$ cat config.mk
export PLATFORM = sky130hd
export DESIGN_NAME = cu_setup_top
export DESIGN_NICKNAME = d
export VERILOG_FILES = /design/src/design/cu_setup_pkg.sv /design/src/design/cu_setup_top.sv /design/src/design/descriptor_capture.sv /design/src/design/request_fifo.sv /design/src/design/serial_read_engine.sv /design/src/design/setup_sequencer.sv
export SDC_FILE = /design/constraint.sdc
export NUM_CORES = 1
export LEC_CHECK = 0
export BUFFER_PORTS_ARGS = -buffer_cell sky130_fd_sc_hd__buf_2
export CELL_PAD_IN_SITES_DETAIL_PLACEMENT = 1
export CELL_PAD_IN_SITES_GLOBAL_PLACEMENT = 1
export CORE_UTILIZATION = 51
export DETAILED_ROUTE_END_ITERATION = 10
export GPL_ROUTABILITY_DRIVEN = 0
export PLACE_DENSITY = 0.77
export RECOVER_POWER = 100
export SETUP_SLACK_MARGIN = 0.02
export SYNTH_ARGS = -nofsm -noshare
export SYNTH_HDL_FRONTEND = slang
export SYNTH_SLANG_ARGS = --single-unit
$ cat constraint.sdc
create_clock -name ap_clk -period 5.3 [get_ports ap_clk]
set_input_delay 0.53 -clock ap_clk [delete_from_list [all_inputs] [get_ports ap_clk]]
set_output_delay 0.53 -clock ap_clk [all_outputs]
set_load 0.01 [all_outputs]
$ cat src/design/cu_setup_pkg.sv
// Shared widths, constants and bus types of the compute-unit setup block
`default_nettype none

package cu_setup_pkg;

    // ----------------------------------------
    // Widths and constants
    // ----------------------------------------
    localparam int DATA_W       = 512;
    localparam int BEAT_SHIFT   = $clog2(DATA_W / 8);
    localparam int SETUP_WORD_W = 64;
    localparam int COUNT_W      = 32;
    localparam int ADDR_W       = 40;

    // Setup word layout
    localparam int FLUSH_EN_BIT = 2;
    localparam int PROG_LSB     = 3;

    // Request FIFO sizing
    localparam int FIFO_DEPTH   = 32;
    localparam int PROG_THRESH  = 16;
    localparam int FIFO_PTR_W   = $clog2(FIFO_DEPTH);

    // ----------------------------------------
    // Bus types
    // ----------------------------------------
    typedef struct packed {
        logic                    valid;
        logic [SETUP_WORD_W-1:0] setup_word;
    } kernel_descriptor_t;

    typedef struct packed {
        logic [COUNT_W-1:0] count;
        logic               flush;
    } read_job_t;

    typedef struct packed {
        logic [ADDR_W-1:0] addr;
        logic              flush;
    } mem_request_payload_t;

    typedef struct packed {
        logic                 valid;
        mem_request_payload_t payload;
    } mem_request_t;

    // Phase machine of the sequencer
    typedef enum logic [3:0] {
        CU_SETUP_RESET,
        CU_SETUP_IDLE,
        CU_SETUP_PROG_START,
        CU_SETUP_PROG_BUSY,
        CU_SETUP_PROG_PAUSE,
        CU_SETUP_PROG_DONE,
        CU_SETUP_FLUSH_START,
        CU_SETUP_FLUSH_BUSY,
        CU_SETUP_FLUSH_PAUSE,
        CU_SETUP_FLUSH_DONE
    } setup_state_t;

endpackage

`default_nettype wire

$ cat src/design/cu_setup_top.sv
// Compute-unit setup top level chaining capture, sequencer, read engine and FIFO
`default_nettype none

module cu_setup_top
    import cu_setup_pkg::*;
(
    input  logic               ap_clk,
    input  logic               areset_cu_setup,
    input  kernel_descriptor_t descriptor_in,
    input  logic               cu_flush,
    input  logic               request_ready,
    input  logic               response_valid,
    output mem_request_t       request_out,
    output logic               done_out
);

    // ----------------------------------------
    // Inter-stage signals
    // ----------------------------------------
    logic         descriptor_valid;
    logic         flush_enable;
    read_job_t    program_job;
    read_job_t    flush_job;
    logic         flush_request;
    logic         start;
    read_job_t    job;
    logic         engine_busy;
    mem_request_t push;
    logic         fifo_prog_full;
    logic         fifo_empty;

    descriptor_capture i_descriptor_capture (
        .ap_clk           (ap_clk),
        .areset_cu_setup  (areset_cu_setup),
        .descriptor_in    (descriptor_in),
        .cu_flush         (cu_flush),
        .descriptor_valid (descriptor_valid),
        .flush_enable     (flush_enable),
        .program_job      (program_job),
        .flush_job        (flush_job),
        .flush_request    (flush_request)
    );

    setup_sequencer i_setup_sequencer (
        .ap_clk           (ap_clk),
        .areset_cu_setup  (areset_cu_setup),
        .descriptor_valid (descriptor_valid),
        .flush_enable     (flush_enable),
        .program_job      (program_job),
        .flush_job        (flush_job),
        .flush_request    (flush_request),
        .engine_busy      (engine_busy),
        .fifo_empty       (fifo_empty),
        .fifo_prog_full   (fifo_prog_full),
        .response_valid   (response_valid),
        .start            (start),
        .job              (job),
        .done_out         (done_out)
    );

    serial_read_engine i_serial_read_engine (
        .ap_clk          (ap_clk),
        .areset_cu_setup (areset_cu_setup),
        .start           (start),
        .job             (job),
        .prog_full       (fifo_prog_full),
        .push            (push),
        .busy            (engine_busy)
    );

    request_fifo i_request_fifo (
        .ap_clk          (ap_clk),
        .areset_cu_setup (areset_cu_setup),
        .push            (push),
        .request_ready   (request_ready),
        .request_out     (request_out),
        .prog_full       (fifo_prog_full),
        .empty           (fifo_empty)
    );

endmodule

`default_nettype wire

$ cat src/design/descriptor_capture.sv
// Descriptor capture that registers the kernel descriptor and decodes its read jobs
`default_nettype none

module descriptor_capture
    import cu_setup_pkg::*;
(
    input  logic               ap_clk,
    input  logic               areset_cu_setup,
    input  kernel_descriptor_t descriptor_in,
    input  logic               cu_flush,
    output logic               descriptor_valid,
    output logic               flush_enable,
    output read_job_t          program_job,
    output read_job_t          flush_job,
    output logic               flush_request
);

    logic [SETUP_WORD_W-1:0] setup_word_reg;

    // Valid and flush level
    always_ff @(posedge ap_clk) begin
        if (areset_cu_setup) begin
            descriptor_valid <= 1'b0;
            flush_request    <= 1'b0;
        end else begin
            descriptor_valid <= descriptor_in.valid;
            flush_request    <= cu_flush;
        end
    end

    always_ff @(posedge ap_clk) begin
        setup_word_reg <= descriptor_in.setup_word;
    end

    // ----------------------------------------
    // Setup word decode
    // ----------------------------------------
    assign flush_enable = setup_word_reg[FLUSH_EN_BIT];

    // Program count sits above the flag bits of the low half
    assign program_job.count = COUNT_W'(setup_word_reg[COUNT_W-1:PROG_LSB]);
    assign program_job.flush = 1'b0;

    // Flush count takes the whole upper half
    assign flush_job.count = setup_word_reg[SETUP_WORD_W-1:COUNT_W];
    assign flush_job.flush = 1'b1;

endmodule

`default_nettype wire

$ cat src/design/request_fifo.sv
// Request FIFO with programmable-full flag and a registered output stage
`default_nettype none

module request_fifo
    import cu_setup_pkg::*;
(
    input  logic         ap_clk,
    input  logic         areset_cu_setup,
    input  mem_request_t push,
    input  logic         request_ready,
    output mem_request_t request_out,
    output logic         prog_full,
    output logic         empty
);

    mem_request_payload_t  mem [FIFO_DEPTH];
    logic [FIFO_PTR_W-1:0] wr_ptr;
    logic [FIFO_PTR_W-1:0] rd_ptr;
    logic [FIFO_PTR_W:0]   occupancy;
    logic                  ready_reg;
    logic                  pop;
    logic                  out_valid;
    mem_request_payload_t  out_payload;

    assign empty     = (occupancy == '0);
    assign prog_full = (occupancy >= (FIFO_PTR_W + 1)'(PROG_THRESH));

    // Ready is sampled a cycle early
    assign pop = ~empty & ready_reg;

    // ----------------------------------------
    // Storage
    // ----------------------------------------
    always_ff @(posedge ap_clk) begin
        if (push.valid) begin
            mem[wr_ptr] <= push.payload;
        end
    end

    // ----------------------------------------
    // Pointers and occupancy
    // ----------------------------------------
    always_ff @(posedge ap_clk) begin
        if (areset_cu_setup) begin
            wr_ptr    <= '0;
            rd_ptr    <= '0;
            occupancy <= '0;
            ready_reg <= 1'b0;
            out_valid <= 1'b0;
        end else begin
            ready_reg <= request_ready;
            out_valid <= pop;
            if (push.valid) begin
                wr_ptr <= wr_ptr + 1'b1;
            end
            if (pop) begin
                rd_ptr <= rd_ptr + 1'b1;
            end
            case ({push.valid, pop})
                2'b10:   occupancy <= occupancy + 1'b1;
                2'b01:   occupancy <= occupancy - 1'b1;
                default: occupancy <= occupancy;
            endcase
        end
    end

    // Output stage
    always_ff @(posedge ap_clk) begin
        if (pop) begin
            out_payload <= mem[rd_ptr];
        end
    end

    assign request_out.valid   = out_valid;
    assign request_out.payload = out_payload;

endmodule

`default_nettype wire

$ cat src/design/serial_read_engine.sv
// Serial read engine that steps a read job into one addressed request per beat
`default_nettype none

module serial_read_engine
    import cu_setup_pkg::*;
(
    input  logic         ap_clk,
    input  logic         areset_cu_setup,
    input  logic         start,
    input  read_job_t    job,
    input  logic         prog_full,
    output mem_request_t push,
    output logic         busy
);

    logic [COUNT_W-1:0] beat_index;
    logic [COUNT_W-1:0] next_index;
    logic               active;
    logic               issue;

    // Hold off while the FIFO is above its threshold
    assign issue      = active & ~prog_full;
    assign next_index = beat_index + COUNT_W'(1);

    // ----------------------------------------
    // Beat stepping
    // ----------------------------------------
    always_ff @(posedge ap_clk) begin
        if (areset_cu_setup) begin
            active     <= 1'b0;
            beat_index <= '0;
        end else if (start) begin
            // Empty job never goes active
            active     <= (job.count != '0);
            beat_index <= '0;
        end else if (issue) begin
            beat_index <= next_index;
            if (next_index == job.count) begin
                active <= 1'b0;
            end
        end
    end

    // ----------------------------------------
    // Request out
    // ----------------------------------------
    assign push.valid         = issue;
    assign push.payload.addr  = ADDR_W'(beat_index) << BEAT_SHIFT;
    assign push.payload.flush = job.flush;

    assign busy = active;

endmodule

`default_nettype wire

$ cat src/design/setup_sequencer.sv
// Setup sequencer that runs the program and flush phases and signals completion
`default_nettype none

module setup_sequencer
    import cu_setup_pkg::*;
(
    input  logic      ap_clk,
    input  logic      areset_cu_setup,
    input  logic      descriptor_valid,
    input  logic      flush_enable,
    input  read_job_t program_job,
    input  read_job_t flush_job,
    input  logic      flush_request,
    input  logic      engine_busy,
    input  logic      fifo_empty,
    input  logic      fifo_prog_full,
    input  logic      response_valid,
    output logic      start,
    output read_job_t job,
    output logic      done_out
);

    setup_state_t       state;
    setup_state_t       next_state;
    logic [COUNT_W-1:0] response_count;
    logic               response_zero;
    logic               phase_complete;

    assign response_zero = (response_count == '0);

    // Engine drained, nothing queued, every beat answered
    assign phase_complete = ~engine_busy & fifo_empty & response_zero;

    // ----------------------------------------
    // Phase FSM
    // ----------------------------------------
    always_ff @(posedge ap_clk) begin
        if (areset_cu_setup) begin
            state <= CU_SETUP_RESET;
        end else begin
            state <= next_state;
        end
    end

    always_comb begin
        next_state = state;
        case (state)
            CU_SETUP_RESET: begin
                next_state = CU_SETUP_IDLE;
            end
            CU_SETUP_IDLE: begin
                if (descriptor_valid) begin
                    next_state = CU_SETUP_PROG_START;
                end
            end
            CU_SETUP_PROG_START: begin
                next_state = CU_SETUP_PROG_BUSY;
            end
            CU_SETUP_PROG_BUSY: begin
                if (phase_complete) begin
                    next_state = CU_SETUP_PROG_DONE;
                end else if (fifo_prog_full) begin
                    next_state = CU_SETUP_PROG_PAUSE;
                end
            end
            CU_SETUP_PROG_PAUSE: begin
                if (~fifo_prog_full) begin
                    next_state = CU_SETUP_PROG_BUSY;
                end
            end
            CU_SETUP_PROG_DONE: begin
                // Flush waits for the external flush level
                if (~flush_enable) begin
                    next_state = CU_SETUP_FLUSH_DONE;
                end else if (flush_request) begin
                    next_state = CU_SETUP_FLUSH_START;
                end
            end
            CU_SETUP_FLUSH_START: begin
                next_state = CU_SETUP_FLUSH_BUSY;
            end
            CU_SETUP_FLUSH_BUSY: begin
                if (phase_complete) begin
                    next_state = CU_SETUP_FLUSH_DONE;
                end else if (fifo_prog_full) begin
                    next_state = CU_SETUP_FLUSH_PAUSE;
                end
            end
            CU_SETUP_FLUSH_PAUSE: begin
                if (~fifo_prog_full) begin
                    next_state = CU_SETUP_FLUSH_BUSY;
                end
            end
            CU_SETUP_FLUSH_DONE: begin
                next_state = CU_SETUP_FLUSH_DONE;
            end
            default: begin
                next_state = CU_SETUP_RESET;
            end
        endcase
    end

    // ----------------------------------------
    // Registered outputs
    // ----------------------------------------
    // Start pulses for the single cycle spent in a start state
    always_ff @(posedge ap_clk) begin
        if (areset_cu_setup) begin
            start    <= 1'b0;
            done_out <= 1'b0;
        end else begin
            start    <= (next_state == CU_SETUP_PROG_START) |
                        (next_state == CU_SETUP_FLUSH_START);
            done_out <= (next_state == CU_SETUP_FLUSH_DONE);
        end
    end

    // Job is loaded on entry and then held for the phase
    always_ff @(posedge ap_clk) begin
        if (next_state == CU_SETUP_PROG_START) begin
            job <= program_job;
        end else if (next_state == CU_SETUP_FLUSH_START) begin
            job <= flush_job;
        end
    end

    // ----------------------------------------
    // Response counter
    // ----------------------------------------
    always_ff @(posedge ap_clk) begin
        if (areset_cu_setup) begin
            response_count <= '0;
        end else if (start) begin
            response_count <= job.count;
        end else if (response_valid & ~response_zero) begin
            response_count <= response_count - COUNT_W'(1);
        end
    end

endmodule

`default_nettype wire

==> results.toml <==
[status]
status = "finished with violations"
violations = "capacitance limit, slew limit"

[place]
dpl.hpwl_um = 72400
port_buffers = 102
placed_area_sq_um = 51900

[final_layout]
layout-drive-gt1-share_pct = 24.8
multi_input_area_sq_um = 12100
final_common_cell = "edfxtp_1"
fin_area_sq_um = 56500
seq_area_sq_um = 36700
areaGrowthSynthToFinish_pct = 14.7
utilization_pct = 59.2
largest_register_ff_count = 1056
fin_nets = 2779
layout_common_cells = "edfxtp_1 (1118), mux4_2 (330), dfxtp_1 (151)"
fillers = 8195

[yosys]
seq_area_frac_synth_pct = 74.6
async_flop_share_pct = 0
synth.distinct_cells = 68
ys_ff_latch = 1275
synthCells = 2436
yosysWarningCount = 0
syn_area_sq_um = 49200
synth_ff_type = "edfxtp_1"
syn_avg_cell_area_sq_um = 20.2
synth_edf_count = 1118

[grt]
grt_pass1_wl_um = 187000
gr-total-overflow = 0
grt_antenna_before_repair = 3
grt_max_degree = 66
grt_pass1_vias = 27741
track_usage_pct = 26.6

[clocking]
hold_buffers = 63
htreeDepth = 4
clock_path_buffers = 3
clk_pin_slew_ns = 0.06
post_cts_resized = 0
clock_sinks = 1275
post_cts_buffers = 0
insertion_delay_ns = 0.75
numCtsBuffers = 131
cts_root_buf = "clkbuf_16"
cts_tree = "yes"

[flow_run]
maxCapViolations = 39

[sta]
hold_viol_final = 0
finalCritPeriodShare_pct = 85.8
drv_slew = 1290
rsz0062_at_grt = "false"
fin_hold_ws_ns = 0.0319
finalSetupViolCount = 0
worst_slew_pin_slew_ns = 2.35
fin_tns_setup_ns = 0
worst_clock_skew_ns = 0.0368
max_freq_mhz = 220
slew_headroom_pct = -56.5
finalCriticalPeriod_ns = 4.54

[worst_setup_path]
crit_path_start = "i_request_fifo.occupancy[5]$_SDFFE_PP0P_"
critical_path_class = "reg -> reg"
path_buf_inv = 2
cp_cell_sequence = "nor2_1 > and2_0 > clkbuf_1 > nand2_1 > nor2_2 > buf_4"
cp.arrival_ns = 4.98
reg2regPathDepth = 6
cp-end-kind = "register"
cp.required_ns = 5.74
endpoint = "i_request_fifo.mem[24][5]$_DFFE_PP_"
max_stage_delay_ns = 1.54
crit_fanout = 23
r2r_slack_ns = 0.76
critPathTopFamily = "simple AND/OR/NAND/NOR gates"
r2r_start = "i_request_fifo.occupancy[5]$_SDFFE_PP0P_"
start_kind = "register"
cp_slowest_cell = "nor2_2"
r2r-end = "i_request_fifo.mem[24][5]$_DFFE_PP_"
worstSetupPathDepth = 6

[die]
ioPinCount = 113
rows = 113
core_sq_um = 95300
die_h_um = 313
fp.dieArea_sq_um = 97800
die-width_um = 313
start_util_pct = 51.6

[route]
dr.pass1.iters = 7
drt-total-wl_um = 127000
drt_iter0_markers = 2513
drc = 0
wire_per_inst_um = 31.3
viasPerCell = 6.27
ant_nets = 0
num_vias = 25520

[pwr]
ir_drop_mv = 0.383
p_total_mw = 21.6
power.leakage_nw = 17.6
powerDensity_nw_per_um2 = 383

[min_path]
hold_class = "in -> reg"
min-delay-start = "descriptor_in[64]"
==> worst reg2reg max path: stages, from the launching register on <==
cell and delay (ns):
dfxtp_1 0.33, nor2_1 0.43, and2_0 0.24, clkbuf_1 0.60, nand2_1 0.64, nor2_2 1.54
buf_4 0.45
==> power by group <==
part	internal (mW)	leakage [nW]	switching, mW
Sequential	10.9	11.6	0.169
Combinational	0.542	3.91	0.768
Clock	5.23	2.10	3.95
Total	16.7	17.6	4.88
==> synth_stat cells, types with 3 or more instances <==
library cell / number / area share, %
a22o_1: 29 / 0.52
buf_1: 26 / 0.20
mux2i_1: 24 / 0.49
buf_4: 9 / 0.14
mux4_2: 330 / 15
a21o_1: 5 / 0.076
and2_1: 3 / 0.038
xor2_1: 36 / 0.64
o21a_1: 3 / 0.046
o31a_1: 4 / 0.071
nand4_1: 25 / 0.32
nor3_1: 40 / 0.41
nor2b_1: 13 / 0.17
inv_1: 16 / 0.12
ha_1: 13 / 0.33
edfxtp_1: 1118 / 68
or3_1: 22 / 0.28
buf_2: 6 / 0.061
a31oi_1: 9 / 0.11
mux2_2: 33 / 0.76
nor4b_1: 3 / 0.053
nand2_1: 57 / 0.43
or2_2: 6 / 0.076
or4_1: 8 / 0.12
a21oi_1: 30 / 0.31
nand3_1: 17 / 0.17
dfxtp_1: 157 / 6.4
o31ai_1: 3 / 0.046
xnor2_1: 64 / 1.1
o21ai_0: 20 / 0.20
nor2_1: 137 / 1.0
nand3b_1: 5 / 0.076
clkbuf_1: 96 / 0.73
nor4_1: 26 / 0.33
nor3b_1: 4 / 0.061
==> cell families after synthesis <==
logic type | count (synthesis) | synth area share [%]
and+or+nand+nor | 377 | 3.76
buffers and inverters | 153 | 1.25
muxes | 387 | 16.3
other | 1 | 0.00762
DFF | 1275 | 74.6
xor gates and xnor gates | 101 | 1.83
adders and majority gates | 14 | 0.371
AOI/OAI and AO/OA | 128 | 1.84
==> layout make-up <==
cell class | count | area share (%)
timing repair buffer | 256 | 3.02
clock inverter | 77 | 1.37
tap | 1265 | 2.80
multi-input combinational | 1015 | 21.5
antenna | 1 | 0.00443
inverter | 16 | 0.106
clock buffer | 164 | 6.19
sequential | 1275 | 65.1
==> per-layer routing <==
layer | wire length (um) | part of all wire [%] | GRT usage, % | vias to the layer above
met4 | 4160 | 3.3 | 9.56 | 0
met2 | 66600 | 52 | 46.2 | 1233
met5 | 0 | 0 | 0 | -
li1 | - | - | - | 10480
met3 | 9320 | 7.3 | 4.23 | 259
met1 | 47400 | 37 | 33.9 | 13548
==> through the flow <==
| stage | cells | setup slack [ns] |
|---|---|---|
| finish | 4069 | 0.755 |
| global route | 4069 | 0.622 |
| CTS | 4068 | 1.49 |
| detailed placement | 3764 | 1.57 |
| global placement | 3764 | 1.64 |
| floorplan | 2443 | 1.73 |
==> worst min-delay path by stage <==
stage | slack (ns) | cells after the start | end
after floorplan | 0.44 | 2 | i_setup_sequencer.job[30]$_SDFFE_PP0N_
after global placement | 0.45 | 2 | i_setup_sequencer.job[30]$_SDFFE_PP0N_
after detailed placement | 0.47 | 2 | i_setup_sequencer.job[30]$_SDFFE_PP0N_
after CTS | 0.02 | 2 | i_descriptor_capture.descriptor_valid$_SDFF_PP0_
after global routing | 0.04 | 2 | i_descriptor_capture.descriptor_valid$_SDFF_PP0_
final | 0.03 | 2 | i_descriptor_capture.descriptor_valid$_SDFF_PP0_
No activity file was read; power rests on OpenSTA's default activity.
